### src/include/sdram_csr_cfg.svh
`ifndef SDRAM_CSR_CFG_SVH
`define SDRAM_CSR_CFG_SVH

// --------------------------------------------------
// Clock and cycle conversion
// --------------------------------------------------
`define CSR_TCLK_PS 1000                                    // Clock period in ps

`define CSR_CEIL_DIV(num, den) (((num) + (den) - 1) / (den))
`define CSR_NS2CK_MIN(ns) `CSR_CEIL_DIV((ns) * 64'd1000, `CSR_TCLK_PS)  // Minimum, round up
`define CSR_NS2CK_MAX(ns) (((ns) * 64'd1000) / `CSR_TCLK_PS)           // Maximum, round down
`define CSR_MAX(a, b) (((a) > (b)) ? (a) : (b))

// --------------------------------------------------
// Register map
// --------------------------------------------------
`define CSR_ADDR_CTRL       32'h00
`define CSR_ADDR_OPMODE     32'h04
`define CSR_ADDR_CONFIG     32'h08
`define CSR_ADDR_T_DLY_RST  32'h20
`define CSR_ADDR_T_RASMIN   32'h64
`define CSR_ADDR_T_RASMAX   32'h68
`define CSR_ADDR_T_RC       32'h6c
`define CSR_ADDR_T_RCD      32'h70
`define CSR_ADDR_T_REF      32'h74
`define CSR_ADDR_T_RFC      32'h78
`define CSR_ADDR_T_REF_MIN  32'h7c
`define CSR_ADDR_T_RP       32'h80
`define CSR_ADDR_T_RRD      32'h84
`define CSR_ADDR_T_WRP      32'h88
`define CSR_ADDR_T_XSR      32'h8c
`define CSR_ADDR_T_DAL      32'ha0
`define CSR_ADDR_T_DPL      32'ha4
`define CSR_ADDR_T_MRD      32'hb8
`define CSR_ADDR_T_RDL      32'hc0

// --------------------------------------------------
// Timing field widths
// --------------------------------------------------
`define CSR_W_T_DLY_RST 20
`define CSR_W_T_RASMIN  8
`define CSR_W_T_RASMAX  20
`define CSR_W_T_RC      8
`define CSR_W_T_RCD     8
`define CSR_W_T_REF     20
`define CSR_W_T_RFC     8
`define CSR_W_T_REF_MIN 16                                  // 7813 needs 13 bits
`define CSR_W_T_RP      8
`define CSR_W_T_RRD     8
`define CSR_W_T_WRP     8
`define CSR_W_T_XSR     8
`define CSR_W_T_DAL     4
`define CSR_W_T_DPL     4
`define CSR_W_T_MRD     4
`define CSR_W_T_RDL     4

// --------------------------------------------------
// Reset cycle counts from datasheet figures in ns
// --------------------------------------------------
`define CSR_RST_T_DLY_RST `CSR_NS2CK_MIN(100_000)          // 100 us before first command
`define CSR_RST_T_RASMIN  `CSR_NS2CK_MIN(37)               // ACTIVE to PRECHARGE, min
`define CSR_RST_T_RASMAX  `CSR_NS2CK_MAX(120_000)          // ACTIVE to PRECHARGE, max
`define CSR_RST_T_RC      `CSR_NS2CK_MIN(60)               // ACTIVE to ACTIVE
`define CSR_RST_T_RCD     `CSR_NS2CK_MIN(15)               // ACTIVE to READ or WRITE
`define CSR_RST_T_REF     `CSR_NS2CK_MAX(64_000)           // Refresh counter period
`define CSR_RST_T_RFC     `CSR_NS2CK_MIN(66)               // AUTO REFRESH period
// One refresh per row, 8192 rows in 64 ms
`define CSR_RST_T_REF_MIN `CSR_CEIL_DIV(64'd64_000_000 * 64'd1000, 64'd8192 * `CSR_TCLK_PS)
`define CSR_RST_T_RP      `CSR_NS2CK_MIN(15)               // PRECHARGE period
`define CSR_RST_T_RRD     `CSR_NS2CK_MIN(14)               // Bank to bank ACTIVE
`define CSR_RST_T_WRP     `CSR_NS2CK_MIN(14)               // Write recovery
`define CSR_RST_T_XSR     `CSR_MAX(`CSR_NS2CK_MIN(67), 64'd2)  // Self refresh exit
`define CSR_RST_T_DAL     4                                 // Data-in to ACTIVE
`define CSR_RST_T_DPL     2                                 // Data-in to PRECHARGE
`define CSR_RST_T_MRD     2                                 // LOAD MODE to next command
`define CSR_RST_T_RDL     2                                 // Last data-in to PRECHARGE

`endif

### src/sdram_csr_pkg.sv
`include "sdram_csr_cfg.svh"

package sdram_csr_pkg;

    typedef logic [31:0] csr_word_t;                        // Bus data word

    // --------------------------------------------------
    // Mode register word
    // --------------------------------------------------
    typedef struct packed {
        logic [16:0] reserved;
        logic [1:0]  ba_reserved;
        logic [2:0]  a_reserved;
        logic        wr_burst_mode;
        logic [1:0]  operation_mode;
        logic [2:0]  cas_latency;
        logic        burst_type;                            // Sequential or interleaved
        logic [2:0]  burst_len;
    } csr_opmode_t;

    typedef union packed {
        csr_word_t   word;                                  // Bus write and read-back
        csr_opmode_t field;                                 // Decoded mode fields
    } csr_opmode_u;

    typedef struct packed {
        logic        start;
        logic        self_refresh;
        csr_opmode_t opmode;
        logic        prechg_after_rd;
        csr_word_t   ctrl_word;                             // Raw ctrl register
        csr_word_t   cfg_word;                              // Raw config register
    } csr_mode_t;

    // --------------------------------------------------
    // Timing values in clock cycles
    // --------------------------------------------------
    typedef struct packed {
        logic [`CSR_W_T_DLY_RST-1:0] t_dly_rst;
        logic [`CSR_W_T_RASMIN-1:0]  t_rasmin;
        logic [`CSR_W_T_RASMAX-1:0]  t_rasmax;
        logic [`CSR_W_T_RC-1:0]      t_rc;
        logic [`CSR_W_T_RCD-1:0]     t_rcd;
        logic [`CSR_W_T_REF-1:0]     t_ref;
        logic [`CSR_W_T_RFC-1:0]     t_rfc;
        logic [`CSR_W_T_REF_MIN-1:0] t_ref_min;
        logic [`CSR_W_T_RP-1:0]      t_rp;
        logic [`CSR_W_T_RRD-1:0]     t_rrd;
        logic [`CSR_W_T_WRP-1:0]     t_wrp;
        logic [`CSR_W_T_XSR-1:0]     t_xsr;
        logic [`CSR_W_T_DAL-1:0]     t_dal;
        logic [`CSR_W_T_DPL-1:0]     t_dpl;
        logic [`CSR_W_T_MRD-1:0]     t_mrd;
        logic [`CSR_W_T_RDL-1:0]     t_rdl;
    } csr_timing_t;

    // --------------------------------------------------
    // Decoded bus access
    // --------------------------------------------------
    typedef enum logic [1:0] {
        bank_none,
        bank_mode,
        bank_timing
    } csr_bank_e;

    typedef struct packed {
        logic      wr;                                      // One cycle write strobe
        csr_bank_e bank;
        logic [4:0] index;                                  // Register within bank
        csr_word_t wdata;
    } csr_sel_t;

    // Register numbers within each bank
    localparam logic [4:0] idx_ctrl      = 5'd0;
    localparam logic [4:0] idx_opmode    = 5'd1;
    localparam logic [4:0] idx_config    = 5'd2;

    localparam logic [4:0] idx_t_dly_rst = 5'd0;
    localparam logic [4:0] idx_t_rasmin  = 5'd1;
    localparam logic [4:0] idx_t_rasmax  = 5'd2;
    localparam logic [4:0] idx_t_rc      = 5'd3;
    localparam logic [4:0] idx_t_rcd     = 5'd4;
    localparam logic [4:0] idx_t_ref     = 5'd5;
    localparam logic [4:0] idx_t_rfc     = 5'd6;
    localparam logic [4:0] idx_t_ref_min = 5'd7;
    localparam logic [4:0] idx_t_rp      = 5'd8;
    localparam logic [4:0] idx_t_rrd     = 5'd9;
    localparam logic [4:0] idx_t_wrp     = 5'd10;
    localparam logic [4:0] idx_t_xsr     = 5'd11;
    localparam logic [4:0] idx_t_dal     = 5'd12;
    localparam logic [4:0] idx_t_dpl     = 5'd13;
    localparam logic [4:0] idx_t_mrd     = 5'd14;
    localparam logic [4:0] idx_t_rdl     = 5'd15;

endpackage

### src/sdram_csr_bus.sv
`timescale 1ns/1ns

`include "sdram_csr_cfg.svh"

module sdram_csr_bus #(
    parameter int addr_width = 16
) (
    input  logic                     clk,
    input  logic                     reset,
    input  logic [addr_width-1:0]    address,
    input  sdram_csr_pkg::csr_word_t writedata,
    input  logic                     strobe,
    input  logic                     cycle,
    input  logic                     write,
    input  sdram_csr_pkg::csr_word_t mode_rdata,
    input  sdram_csr_pkg::csr_word_t timing_rdata,
    output sdram_csr_pkg::csr_sel_t  sel,
    output sdram_csr_pkg::csr_word_t readdata,
    output logic                     ack
);

    import sdram_csr_pkg::*;

    logic      trans;
    logic      trans_dly;
    logic      trans_start;
    csr_word_t addr_word;
    csr_bank_e bank;
    logic [4:0] index;
    csr_word_t bank_rdata;

    assign trans       = strobe & cycle;
    assign trans_start = trans & ~trans_dly;                // First cycle only
    assign addr_word   = csr_word_t'(address);              // Full address compare

    // --------------------------------------------------
    // Address decode
    // --------------------------------------------------
    always_comb begin
        bank  = bank_mode;
        index = '0;
        case (addr_word)
            `CSR_ADDR_CTRL:   index = idx_ctrl;
            `CSR_ADDR_OPMODE: index = idx_opmode;
            `CSR_ADDR_CONFIG: index = idx_config;
            default: begin
                bank = bank_timing;
                case (addr_word)
                    `CSR_ADDR_T_DLY_RST: index = idx_t_dly_rst;
                    `CSR_ADDR_T_RASMIN:  index = idx_t_rasmin;
                    `CSR_ADDR_T_RASMAX:  index = idx_t_rasmax;
                    `CSR_ADDR_T_RC:      index = idx_t_rc;
                    `CSR_ADDR_T_RCD:     index = idx_t_rcd;
                    `CSR_ADDR_T_REF:     index = idx_t_ref;
                    `CSR_ADDR_T_RFC:     index = idx_t_rfc;
                    `CSR_ADDR_T_REF_MIN: index = idx_t_ref_min;
                    `CSR_ADDR_T_RP:      index = idx_t_rp;
                    `CSR_ADDR_T_RRD:     index = idx_t_rrd;
                    `CSR_ADDR_T_WRP:     index = idx_t_wrp;
                    `CSR_ADDR_T_XSR:     index = idx_t_xsr;
                    `CSR_ADDR_T_DAL:     index = idx_t_dal;
                    `CSR_ADDR_T_DPL:     index = idx_t_dpl;
                    `CSR_ADDR_T_MRD:     index = idx_t_mrd;
                    `CSR_ADDR_T_RDL:     index = idx_t_rdl;
                    default:             bank  = bank_none;  // Unmapped or dropped
                endcase
            end
        endcase
    end

    assign sel = '{wr: trans_start & write, bank: bank, index: index, wdata: writedata};

    always_comb begin
        case (bank)
            bank_mode:   bank_rdata = mode_rdata;
            bank_timing: bank_rdata = timing_rdata;
            default:     bank_rdata = '0;
        endcase
    end

    // --------------------------------------------------
    // Ack and registered read data
    // --------------------------------------------------
    always_ff @(posedge clk or posedge reset) begin
        if (reset) begin
            trans_dly <= 1'b0;
            ack       <= 1'b0;
            readdata  <= '0;
        end else begin
            trans_dly <= trans;
            ack       <= trans_start;                       // Fixed one cycle latency
            if (trans_start && !write) begin
                readdata <= bank_rdata;
            end else begin
                readdata <= '0;                             // Zero outside the ack cycle
            end
        end
    end

endmodule

### src/sdram_csr_mode_regs.sv
`timescale 1ns/1ns

module sdram_csr_mode_regs (
    input  logic                     clk,
    input  logic                     reset,
    input  sdram_csr_pkg::csr_sel_t  sel,
    output sdram_csr_pkg::csr_word_t mode_rdata,
    output sdram_csr_pkg::csr_mode_t mode_cfg
);

    import sdram_csr_pkg::*;

    csr_word_t   ctrl_reg;
    csr_opmode_u opmode_reg;
    csr_word_t   cfg_reg;
    logic        wr_en;

    assign wr_en = sel.wr && (sel.bank == bank_mode);

    // --------------------------------------------------
    // Register writes
    // --------------------------------------------------
    always_ff @(posedge clk or posedge reset) begin
        if (reset) begin
            ctrl_reg        <= '0;
            opmode_reg.word <= '0;
            cfg_reg         <= '0;
        end else if (wr_en) begin
            case (sel.index)
                idx_ctrl:   ctrl_reg        <= sel.wdata;
                idx_opmode: opmode_reg.word <= sel.wdata;   // Whole word through word view
                idx_config: cfg_reg         <= sel.wdata;
                default:    ;
            endcase
        end
    end

    // Read-back returns words as written
    always_comb begin
        case (sel.index)
            idx_ctrl:   mode_rdata = ctrl_reg;
            idx_opmode: mode_rdata = opmode_reg.word;
            idx_config: mode_rdata = cfg_reg;
            default:    mode_rdata = '0;
        endcase
    end

    // --------------------------------------------------
    // Field views for the command sequencer
    // --------------------------------------------------
    assign mode_cfg = '{
        start:           ctrl_reg[0],
        self_refresh:    ctrl_reg[1],
        opmode:          opmode_reg.field,
        prechg_after_rd: cfg_reg[0],
        ctrl_word:       ctrl_reg,
        cfg_word:        cfg_reg
    };

endmodule

### src/sdram_csr_timing_regs.sv
`timescale 1ns/1ns

`include "sdram_csr_cfg.svh"

module sdram_csr_timing_regs (
    input  logic                       clk,
    input  logic                       reset,
    input  sdram_csr_pkg::csr_sel_t    sel,
    output sdram_csr_pkg::csr_word_t   timing_rdata,
    output sdram_csr_pkg::csr_timing_t timing_cfg
);

    import sdram_csr_pkg::*;

    // Datasheet derived values cut to field width
    localparam csr_timing_t timing_rst = '{
        t_dly_rst: `CSR_W_T_DLY_RST'(`CSR_RST_T_DLY_RST),
        t_rasmin:  `CSR_W_T_RASMIN'(`CSR_RST_T_RASMIN),
        t_rasmax:  `CSR_W_T_RASMAX'(`CSR_RST_T_RASMAX),
        t_rc:      `CSR_W_T_RC'(`CSR_RST_T_RC),
        t_rcd:     `CSR_W_T_RCD'(`CSR_RST_T_RCD),
        t_ref:     `CSR_W_T_REF'(`CSR_RST_T_REF),
        t_rfc:     `CSR_W_T_RFC'(`CSR_RST_T_RFC),
        t_ref_min: `CSR_W_T_REF_MIN'(`CSR_RST_T_REF_MIN),
        t_rp:      `CSR_W_T_RP'(`CSR_RST_T_RP),
        t_rrd:     `CSR_W_T_RRD'(`CSR_RST_T_RRD),
        t_wrp:     `CSR_W_T_WRP'(`CSR_RST_T_WRP),
        t_xsr:     `CSR_W_T_XSR'(`CSR_RST_T_XSR),
        t_dal:     `CSR_W_T_DAL'(`CSR_RST_T_DAL),
        t_dpl:     `CSR_W_T_DPL'(`CSR_RST_T_DPL),
        t_mrd:     `CSR_W_T_MRD'(`CSR_RST_T_MRD),
        t_rdl:     `CSR_W_T_RDL'(`CSR_RST_T_RDL)
    };

    csr_timing_t timing_reg;
    logic        wr_en;

    assign wr_en = sel.wr && (sel.bank == bank_timing);

    // --------------------------------------------------
    // Register writes, low bits of the bus word only
    // --------------------------------------------------
    always_ff @(posedge clk or posedge reset) begin
        if (reset) begin
            timing_reg <= timing_rst;
        end else if (wr_en) begin
            case (sel.index)
                idx_t_dly_rst: timing_reg.t_dly_rst <= sel.wdata[`CSR_W_T_DLY_RST-1:0];
                idx_t_rasmin:  timing_reg.t_rasmin  <= sel.wdata[`CSR_W_T_RASMIN-1:0];
                idx_t_rasmax:  timing_reg.t_rasmax  <= sel.wdata[`CSR_W_T_RASMAX-1:0];
                idx_t_rc:      timing_reg.t_rc      <= sel.wdata[`CSR_W_T_RC-1:0];
                idx_t_rcd:     timing_reg.t_rcd     <= sel.wdata[`CSR_W_T_RCD-1:0];
                idx_t_ref:     timing_reg.t_ref     <= sel.wdata[`CSR_W_T_REF-1:0];
                idx_t_rfc:     timing_reg.t_rfc     <= sel.wdata[`CSR_W_T_RFC-1:0];
                idx_t_ref_min: timing_reg.t_ref_min <= sel.wdata[`CSR_W_T_REF_MIN-1:0];
                idx_t_rp:      timing_reg.t_rp      <= sel.wdata[`CSR_W_T_RP-1:0];
                idx_t_rrd:     timing_reg.t_rrd     <= sel.wdata[`CSR_W_T_RRD-1:0];
                idx_t_wrp:     timing_reg.t_wrp     <= sel.wdata[`CSR_W_T_WRP-1:0];
                idx_t_xsr:     timing_reg.t_xsr     <= sel.wdata[`CSR_W_T_XSR-1:0];
                idx_t_dal:     timing_reg.t_dal     <= sel.wdata[`CSR_W_T_DAL-1:0];
                idx_t_dpl:     timing_reg.t_dpl     <= sel.wdata[`CSR_W_T_DPL-1:0];
                idx_t_mrd:     timing_reg.t_mrd     <= sel.wdata[`CSR_W_T_MRD-1:0];
                idx_t_rdl:     timing_reg.t_rdl     <= sel.wdata[`CSR_W_T_RDL-1:0];
                default:       ;
            endcase
        end
    end

    // --------------------------------------------------
    // Read-back, zero extended
    // --------------------------------------------------
    always_comb begin
        case (sel.index)
            idx_t_dly_rst: timing_rdata = csr_word_t'(timing_reg.t_dly_rst);
            idx_t_rasmin:  timing_rdata = csr_word_t'(timing_reg.t_rasmin);
            idx_t_rasmax:  timing_rdata = csr_word_t'(timing_reg.t_rasmax);
            idx_t_rc:      timing_rdata = csr_word_t'(timing_reg.t_rc);
            idx_t_rcd:     timing_rdata = csr_word_t'(timing_reg.t_rcd);
            idx_t_ref:     timing_rdata = csr_word_t'(timing_reg.t_ref);
            idx_t_rfc:     timing_rdata = csr_word_t'(timing_reg.t_rfc);
            idx_t_ref_min: timing_rdata = csr_word_t'(timing_reg.t_ref_min);
            idx_t_rp:      timing_rdata = csr_word_t'(timing_reg.t_rp);
            idx_t_rrd:     timing_rdata = csr_word_t'(timing_reg.t_rrd);
            idx_t_wrp:     timing_rdata = csr_word_t'(timing_reg.t_wrp);
            idx_t_xsr:     timing_rdata = csr_word_t'(timing_reg.t_xsr);
            idx_t_dal:     timing_rdata = csr_word_t'(timing_reg.t_dal);
            idx_t_dpl:     timing_rdata = csr_word_t'(timing_reg.t_dpl);
            idx_t_mrd:     timing_rdata = csr_word_t'(timing_reg.t_mrd);
            idx_t_rdl:     timing_rdata = csr_word_t'(timing_reg.t_rdl);
            default:       timing_rdata = '0;
        endcase
    end

    assign timing_cfg = timing_reg;

endmodule

### src/sdram_csr.sv
`timescale 1ns/1ns

module sdram_csr #(
    parameter int addr_width = 16
) (
    input  logic                       clk,
    input  logic                       reset,
    input  logic [addr_width-1:0]      address,
    input  sdram_csr_pkg::csr_word_t   writedata,
    input  logic                       strobe,
    input  logic                       cycle,
    input  logic                       write,
    output sdram_csr_pkg::csr_word_t   readdata,
    output logic                       ack,
    output sdram_csr_pkg::csr_mode_t   mode_cfg,
    output sdram_csr_pkg::csr_timing_t timing_cfg
);

    import sdram_csr_pkg::*;

    csr_sel_t  sel;                                         // Decoded access to both banks
    csr_word_t mode_rdata;
    csr_word_t timing_rdata;

    // --------------------------------------------------
    // Bus control and register banks
    // --------------------------------------------------
    sdram_csr_bus #(
        .addr_width(addr_width)
    ) u_bus (
        .clk         (clk),
        .reset       (reset),
        .address     (address),
        .writedata   (writedata),
        .strobe      (strobe),
        .cycle       (cycle),
        .write       (write),
        .mode_rdata  (mode_rdata),
        .timing_rdata(timing_rdata),
        .sel         (sel),
        .readdata    (readdata),
        .ack         (ack)
    );

    sdram_csr_mode_regs u_mode_regs (
        .clk       (clk),
        .reset     (reset),
        .sel       (sel),
        .mode_rdata(mode_rdata),
        .mode_cfg  (mode_cfg)
    );

    sdram_csr_timing_regs u_timing_regs (
        .clk         (clk),
        .reset       (reset),
        .sel         (sel),
        .timing_rdata(timing_rdata),
        .timing_cfg  (timing_cfg)
    );

endmodule

### config.mk
export PLATFORM = sky130hd
export DESIGN_NAME = sdram_csr
export DESIGN_NICKNAME = d
export VERILOG_FILES = /design/src/sdram_csr_pkg.sv /design/src/sdram_csr_bus.sv /design/src/sdram_csr_mode_regs.sv /design/src/sdram_csr_timing_regs.sv /design/src/sdram_csr.sv
export VERILOG_INCLUDE_DIRS = /design/src /design/src/include
export SDC_FILE = /design/constraint.sdc
export NUM_CORES = 1
export LEC_CHECK = 0
export ABC_AREA = 1
export CORE_MARGIN = 1.5
export CORE_UTILIZATION = 52
export DETAILED_ROUTE_END_ITERATION = 6
export DONT_BUFFER_PORTS = 1
export PLACE_DENSITY = 0.67
export SLEW_MARGIN = 20
export SYNTH_ARGS = -nofsm -noshare
export SYNTH_HDL_FRONTEND = slang
export SYNTH_SLANG_ARGS = --single-unit
### constraint.sdc
create_clock -name clk -period 27.8 [get_ports clk]
set_input_delay 5.56 -clock clk [delete_from_list [all_inputs] [get_ports clk]]
set_output_delay 5.56 -clock clk [all_outputs]
set_load 0.005 [all_outputs]
# Yosys cells after proc, flatten, opt, wreduce, memory -nomap -nowiden
# Index checks and enable logic that the tools add are counted.
[word_totals]
ff_bits = 286
input_bits = 53
output_inout_bits = 288
word_cells = 96
[classes]
eq_ne = 35
muxes = 8
bitwise = 4
n_reduce_logical = 27
[op_table]
columns = ["cell", "n"]
rows = [
  ["$pmux W20 S16", 1],
  ["$eq A16 B8 Y1 const B", 8],
  ["$eq A16 B7 Y1 const B", 7],
  ["$pmux W32 S3", 1],
  ["$pmux W32 S2", 1],
  ["$pmux W4 S15", 1],
  ["$eq A5 B4 Y1 const B", 8],
  ["$reduce_and A2 Y1", 19],
  ["$logic_not A32 Y1", 1],
  ["$mux W32", 1],
  ["$eq A5 B3 Y1 const B", 4],
  ["$eq A16 B3 Y1 const B", 1],
  ["$eq A16 B4 Y1 const B", 1],
  ["$eq A16 B6 Y1 const B", 1],
  ["$reduce_or A16 Y1", 1],
  ["$pmux W5 S3", 1],
  ["$eq A5 B2 Y1 const B", 2],
  ["$eq A5 B1 Y1 const B", 1],
  ["$logic_not A5 Y1", 1],
  ["$mux W2", 2],
  ["$and A1 B1 Y1", 3],
  ["$logic_and A1 B1 Y1", 3],
  ["$reduce_or A3 Y1", 1],
  ["$eq A2 B1 Y1 const B", 1],
  ["other kinds (3)", 3],
]

# Logic depth before layout (Yosys ltp)
[logic_depth]
word_depth = 7
ltp_mapped = 17
depth_no_buf = 16

# Modules after synthesis
# A second synthesis with hierarchy kept.
[unflattened]
hier_cells = 1751
hier_area_um2 = 14513.9
[by_module_without_submodules]
columns = ["module", "n_inst", "cells_per_inst", "area_each_um2", "seq_area_each_um2"]
rows = [
  ["sdram_csr_timing_regs", 1, 904, 7646.1, 3973.8],
  ["sdram_csr_mode_regs", 1, 582, 4644.5, 2402.3],
  ["sdram_csr_bus", 1, 265, 2223.4, 850.8],
]

# Least setup slack after synthesis
# Ideal clock, no wire load.
[synth_path]
path_type = "input-to-reg"
start = "input address[15]"
end = "register u_mode_regs.ctrl_reg[0]"
setup_time_ns = 0.131
arrival_time_ns = 7.176
t_required_ns = 27.669
slack_ns = 20.493
cell_stages = 16
n_path_buf = 4
path_cell_list = "nor2_1 -> nand2_1 -> nor2_1 -> buf_2 -> nand2_1 -> nand2_1 -> nor2_2 -> nand3_4 -> buf_6 -> nor2_8 -> and2_1 -> buf_6 -> nand2_4 -> buf_2 -> nand2_1 -> o21ai_1"
[synth_via]
elab_chain_cells = 7
word_cells_on_any_way = 29
classes_between = "eq/ne (19); mux (4); reduce/logical (6)"
[synth_rtl]
columns = ["item", "line", "source"]
rows = [
  ["start, declared", "sdram_csr.sv:8", "input logic [addr_width-1:0] address,"],
  ["$eq A16 B6 Y1, or another cell as far along", "sdram_csr_bus.sv:48", "case (addr_word)"],
  ["$reduce_or A16 Y1 (no source line)", "n/a", ""],
  ["$mux W2", "sdram_csr_bus.sv:48", ""],
  ["$mux W2", "sdram_csr_bus.sv:42", "case (addr_word)"],
  ["$eq A2 B1 Y1", "sdram_csr_mode_regs.sv:18", "assign wr_en = sel.wr && (sel.bank == bank_mode);"],
  ["$logic_and A1 B1 Y1", "sdram_csr_mode_regs.sv:18", ""],
  ["$reduce_and A2 Y1 (no source line) (*)", "n/a", ""],
  ["end signal, assigned", "sdram_csr_mode_regs.sv:30", "idx_ctrl: ctrl_reg <= sel.wdata;"],
  ["end, declared", "sdram_csr_mode_regs.sv:13", "csr_word_t ctrl_reg;"],
]
# Mark *: on every way between the ends. The rest lies on a longest branch, timed or not.
# A chain may end at the register's enable or synchronous reset.

# Worst setup path in the final report
[layout_path]
start = "input address[15]"
end = "register u_mode_regs.cfg_reg[20]"
[layout_via]
elab_chain_cells = 7
word_cells_on_any_way = 29
classes_between = "eq/ne (20); mux (4); reduce/logical (5)"
[layout_rtl]
columns = ["item", "line", "source"]
rows = [
  ["parallel branches: the longest is 6 deep, another holds $eq A16 B8 Y1", "n/a", ""],
  ["$reduce_and A2 Y1 (no source line) (*)", "n/a", ""],
  ["end signal, assigned", "sdram_csr_mode_regs.sv:32", "idx_config: cfg_reg <= sel.wdata;"],
  ["end, declared", "sdram_csr_mode_regs.sv:15", "csr_word_t cfg_reg;"],
]
# Every way passes the cells marked *.

==> metrics.md <==
| Metric | Value |
|---|---|
| Status | `completed` |
| Share of post-route cells with drive strength above 1 | `11.0%` |
| Placed cell areas | `12700 sq um` |
| Crit share post-route | `~31%` |
| Comb power frac | `under 10%` |
| Pint | `between 600 and 700 uW` |
| Crit path DAT | `9.14 ns` |
| Relative slew slack | `between 20% and 30%` |
| Worst r2r dst | `u_mode_regs.opmode_reg[7]$_DFFE_PP0P_` |
| Worst Setup SP | `address[15]` |
| Sw power | `~180 uW` |
| H-Tree Depth | `1` |
| Hold Path Cell Cnt | `2` |
| Post-CTS setup buffer count | `0` |
| Worst setup endpoint | `u_mode_regs.cfg_reg[20]$_DFFE_PP0P_` |
| Largest net degree at the start of global routing | `96` |
| Met2 WL post-DR | `roughly 17000 microns` |
| CTS root buffer | `clkbuf_16` |
| # setup viols final | `0` |
| GR Overflow Total | `0` |
| Drt wl/cell | `approximately 21 microns` |
| Routed wl met3 | `approximately 4200 microns` |
| Flop pwr share | `roughly half` |
| Number of diodes | `0` |
| Routed vias/inst | `around 5.7` |
| Max IR drop VDD | `between 0.04 and 0.05 mV` |
| TNS Setup | `0 ns` |
| Maximum clock frequency | `around 0.12 GHz` |
| Gpl congestion | `just over 0.9` |
| Yosys reg bits | `around 290` |
| Endpoint type of the worst setup path | `flop` |
| Unrepaired setup endpoints after global routing | `no` |
| Clock Skews | `0.0220 ns` |
| Clock share of power | `47.8%` |
| Min cycle time layout | `8.68 ns` |
| Met1 wire length | `15700 microns` |
| Leakage | `between 0.006 and 0.007 uW` |
| Synth warn | `0` |
| CP Class | `input pin to flop` |
| R2R Setup Slk | `25.70 ns` |
| FF-to-FF path depth | `7` |
| Routed Antenna Nets | `0` |
| Seq/Total Area, Yosys | `57.2%` |
| Iter 0 DRT Violations | `between 900 and 1000` |
| Synth Cell Area | `about 13000 sq um` |
| Post-Layout Inst Area | `13600 sq um` |
| First-pass GRT wire length | `between 50000 and 60000 microns` |
| CTS tree | `built` |
| Worst Setup Start Kind | `input pin` |
| Syn-to-layout area delta | `8.00%` |
| CTS clk-pin slew, worst paths | `0.06 ns` |
| Yosys cell types | `30` |
| Die X | `approximately 160 microns` |
| Routed via count | `a little over 10000` |
| Initial antenna violation count | `0` |
| Syn avg cell area | `8.59 sq um` |
| Number of global-route vias before repair | `around 9400` |
| CTS Sinks | `286` |
| HP Class | `flop to flop` |
| Clk_lat worst skew | `0.57 ns` |
| Final Hold Fails | `0` |
| TritonCTS Buffers | `31` |
| Sw frac | `between 20% and 30%` |
| Rows | `56` |
| Final Max Slew Viols | `0` |
| Top Ports | `approximately 340` |
| Post-route DRC | `0` |
| Post-CTS Hold Buffers | `0` |
| Flip-flop count of the largest register after layout | `about 160` |
| Die ar. | `25200 sq um` |
| Highest routed metal layer | `met4` |
| Slew @ Worst Pin | `between 1 and 1.5 ns` |
| Cts repair resizes | `0` |
| Hpwl dp | `roughly 26000 microns` |
| Worst-path fanout max | `64` |
| # port buffers | `0` |
| Nets | `about 1500` |
| Max clock buf depth | `3` |
| Power Density | `a little over 60 nW/um^2` |
| GRT Total Usage | `between 20% and 30%` |
| DR pass1 iterations | `5` |
| Max Cap Viol | `0` |
| Net Count, Synth | `~1500` |
| Initial core utilization | `53.4%` |
| Mapped Cells | `between 1000 and 1500` |
| Core area | `around 24000 sq um` |
| DRT Wirelength | `between 30000 and 40000 microns` |
| Worst Path Required | `roughly 28 ns` |
| Origin of the critical flop-to-flop path | `u_bus.trans_dly$_DFF_PP0_` |
| Die H | `about 160 microns` |
## cells in the mapped netlist, drive strengths merged
master  instances  share of area [%]
and2            2              0.099
dfrtp         230                 46
nor4            4               0.20
clkbuf         18               0.53
o21ai         253                 10
nor2           49                2.1
nor2b           1              0.050
and3            2              0.099
a311oi          1              0.069
inv            72                2.1
nor3            7               0.28
nand2         574                 18
buf            65                3.2
nand3          70                2.9
a21oi          20               0.79
a22o           14               0.97
dfstp          56                 12
nand4          23                1.1
a221oi         11               0.76
## through the flow
stage | hold slack [ns] | worst slack [ns] | instances | total power (uW) | util, %
2_1_floorplan | 0.440 | 14.44 | 1472 | 437 | -
3_3_place_gp | 0.484 | 18.62 | 1719 | 444 | 53.5
3_5_place_dp | 0.488 | 18.56 | 1719 | 444 | 53.5
4_1_cts | 0.497 | 19.15 | 1776 | 840 | 57.6
5_1_grt | 0.507 | 18.72 | 1776 | 860 | 57.6
6_report | 0.493 | 19.12 | 1776 | 835 | 57.6
## layout by cell type, fill, tap and decap left out, types with 2 or more instances in the layout
master / count
nand2_1: 556
dfrtp_1: 230
o21ai_1: 165
o21ai_0: 87
nand3_1: 68
inv_1: 56
dfstp_2: 56
nor2_1: 36
clkbuf_16: 31
nand4_1: 23
a21oi_1: 20
clkbuf_1: 17
inv_2: 15
nand2_2: 15
a22o_1: 14
a221oi_1: 11
buf_4: 11
nor2_2: 9
nor3_1: 7
clkbuf_8: 4
nor2_8: 3
nand2_4: 3
nor4_1: 3
and3_1: 2
and2_2: 2
bufinv_16: 2
## cell type report
cell class | count | area [sq um]
fill | 2198 | 10000
sequential | 286 | 7230
multi-input combinational | 1031 | 4690
clock buffer | 52 | 895
tap | 319 | 399
inverter | 72 | 278
timing repair buffer | 11 | 82.6
clock inverter | 5 | 81.3
## how the worst min path moves through the flow
stage | endpoint | slack (ns) | start
2_1_floorplan | u_bus.ack$_DFF_PP0_ | 0.44 | u_bus.trans_dly$_DFF_PP0_
3_3_place_gp | u_timing_regs.timing_cfg[86]$_DFFE_PP1P_ | 0.48 | u_timing_regs.timing_cfg[86]$_DFFE_PP1P_
3_5_place_dp | u_timing_regs.timing_cfg[86]$_DFFE_PP1P_ | 0.49 | u_timing_regs.timing_cfg[86]$_DFFE_PP1P_
4_1_cts | u_timing_regs.timing_cfg[86]$_DFFE_PP1P_ | 0.50 | u_timing_regs.timing_cfg[86]$_DFFE_PP1P_
5_1_grt | u_timing_regs.timing_cfg[87]$_DFFE_PP1P_ | 0.51 | u_timing_regs.timing_cfg[87]$_DFFE_PP1P_
6_report | u_timing_regs.timing_cfg[87]$_DFFE_PP1P_ | 0.49 | u_timing_regs.timing_cfg[87]$_DFFE_PP1P_
## logic make-up after synthesis
logic type / share of synthesized area (%)
AOI/OAI and AO/OA: 12.6
buffers and inverters: 5.85
and+or+nand+nor: 24.4
DFF: 57.2
## power groups by stage
stage | logic [uW] | clock network (uW) | registers (uW)
3_3_place_gp | 19.4 | 0 | 424
6_report | 19.2 | 399 | 417
3_5_place_dp | 19.5 | 0 | 424
4_1_cts | 19.6 | 404 | 417
5_1_grt | 21.7 | 421 | 417
2_1_floorplan | 12.5 | 0 | 424
## worst max-delay path, cell delays in order
cell and delay, ns:
nor2_1 0.03, nand2_1 0.08, nor2_1 0.06, buf_4 0.20, nand2_1 0.13, nand2_1 0.09
nor2_1 0.14, nand2_1 0.08, nor2_2 0.74, and2_2 0.98, nand2_4 0.60, o21ai_0 0.35
## metal layers
metal	global-route usage, %	up-vias
met5	0	-
met2	44.4	494
met1	40.9	4828
met3	10.6	102
met4	10.4	0
li1	-	4731
No activity file was read; power rests on OpenSTA's default activity.
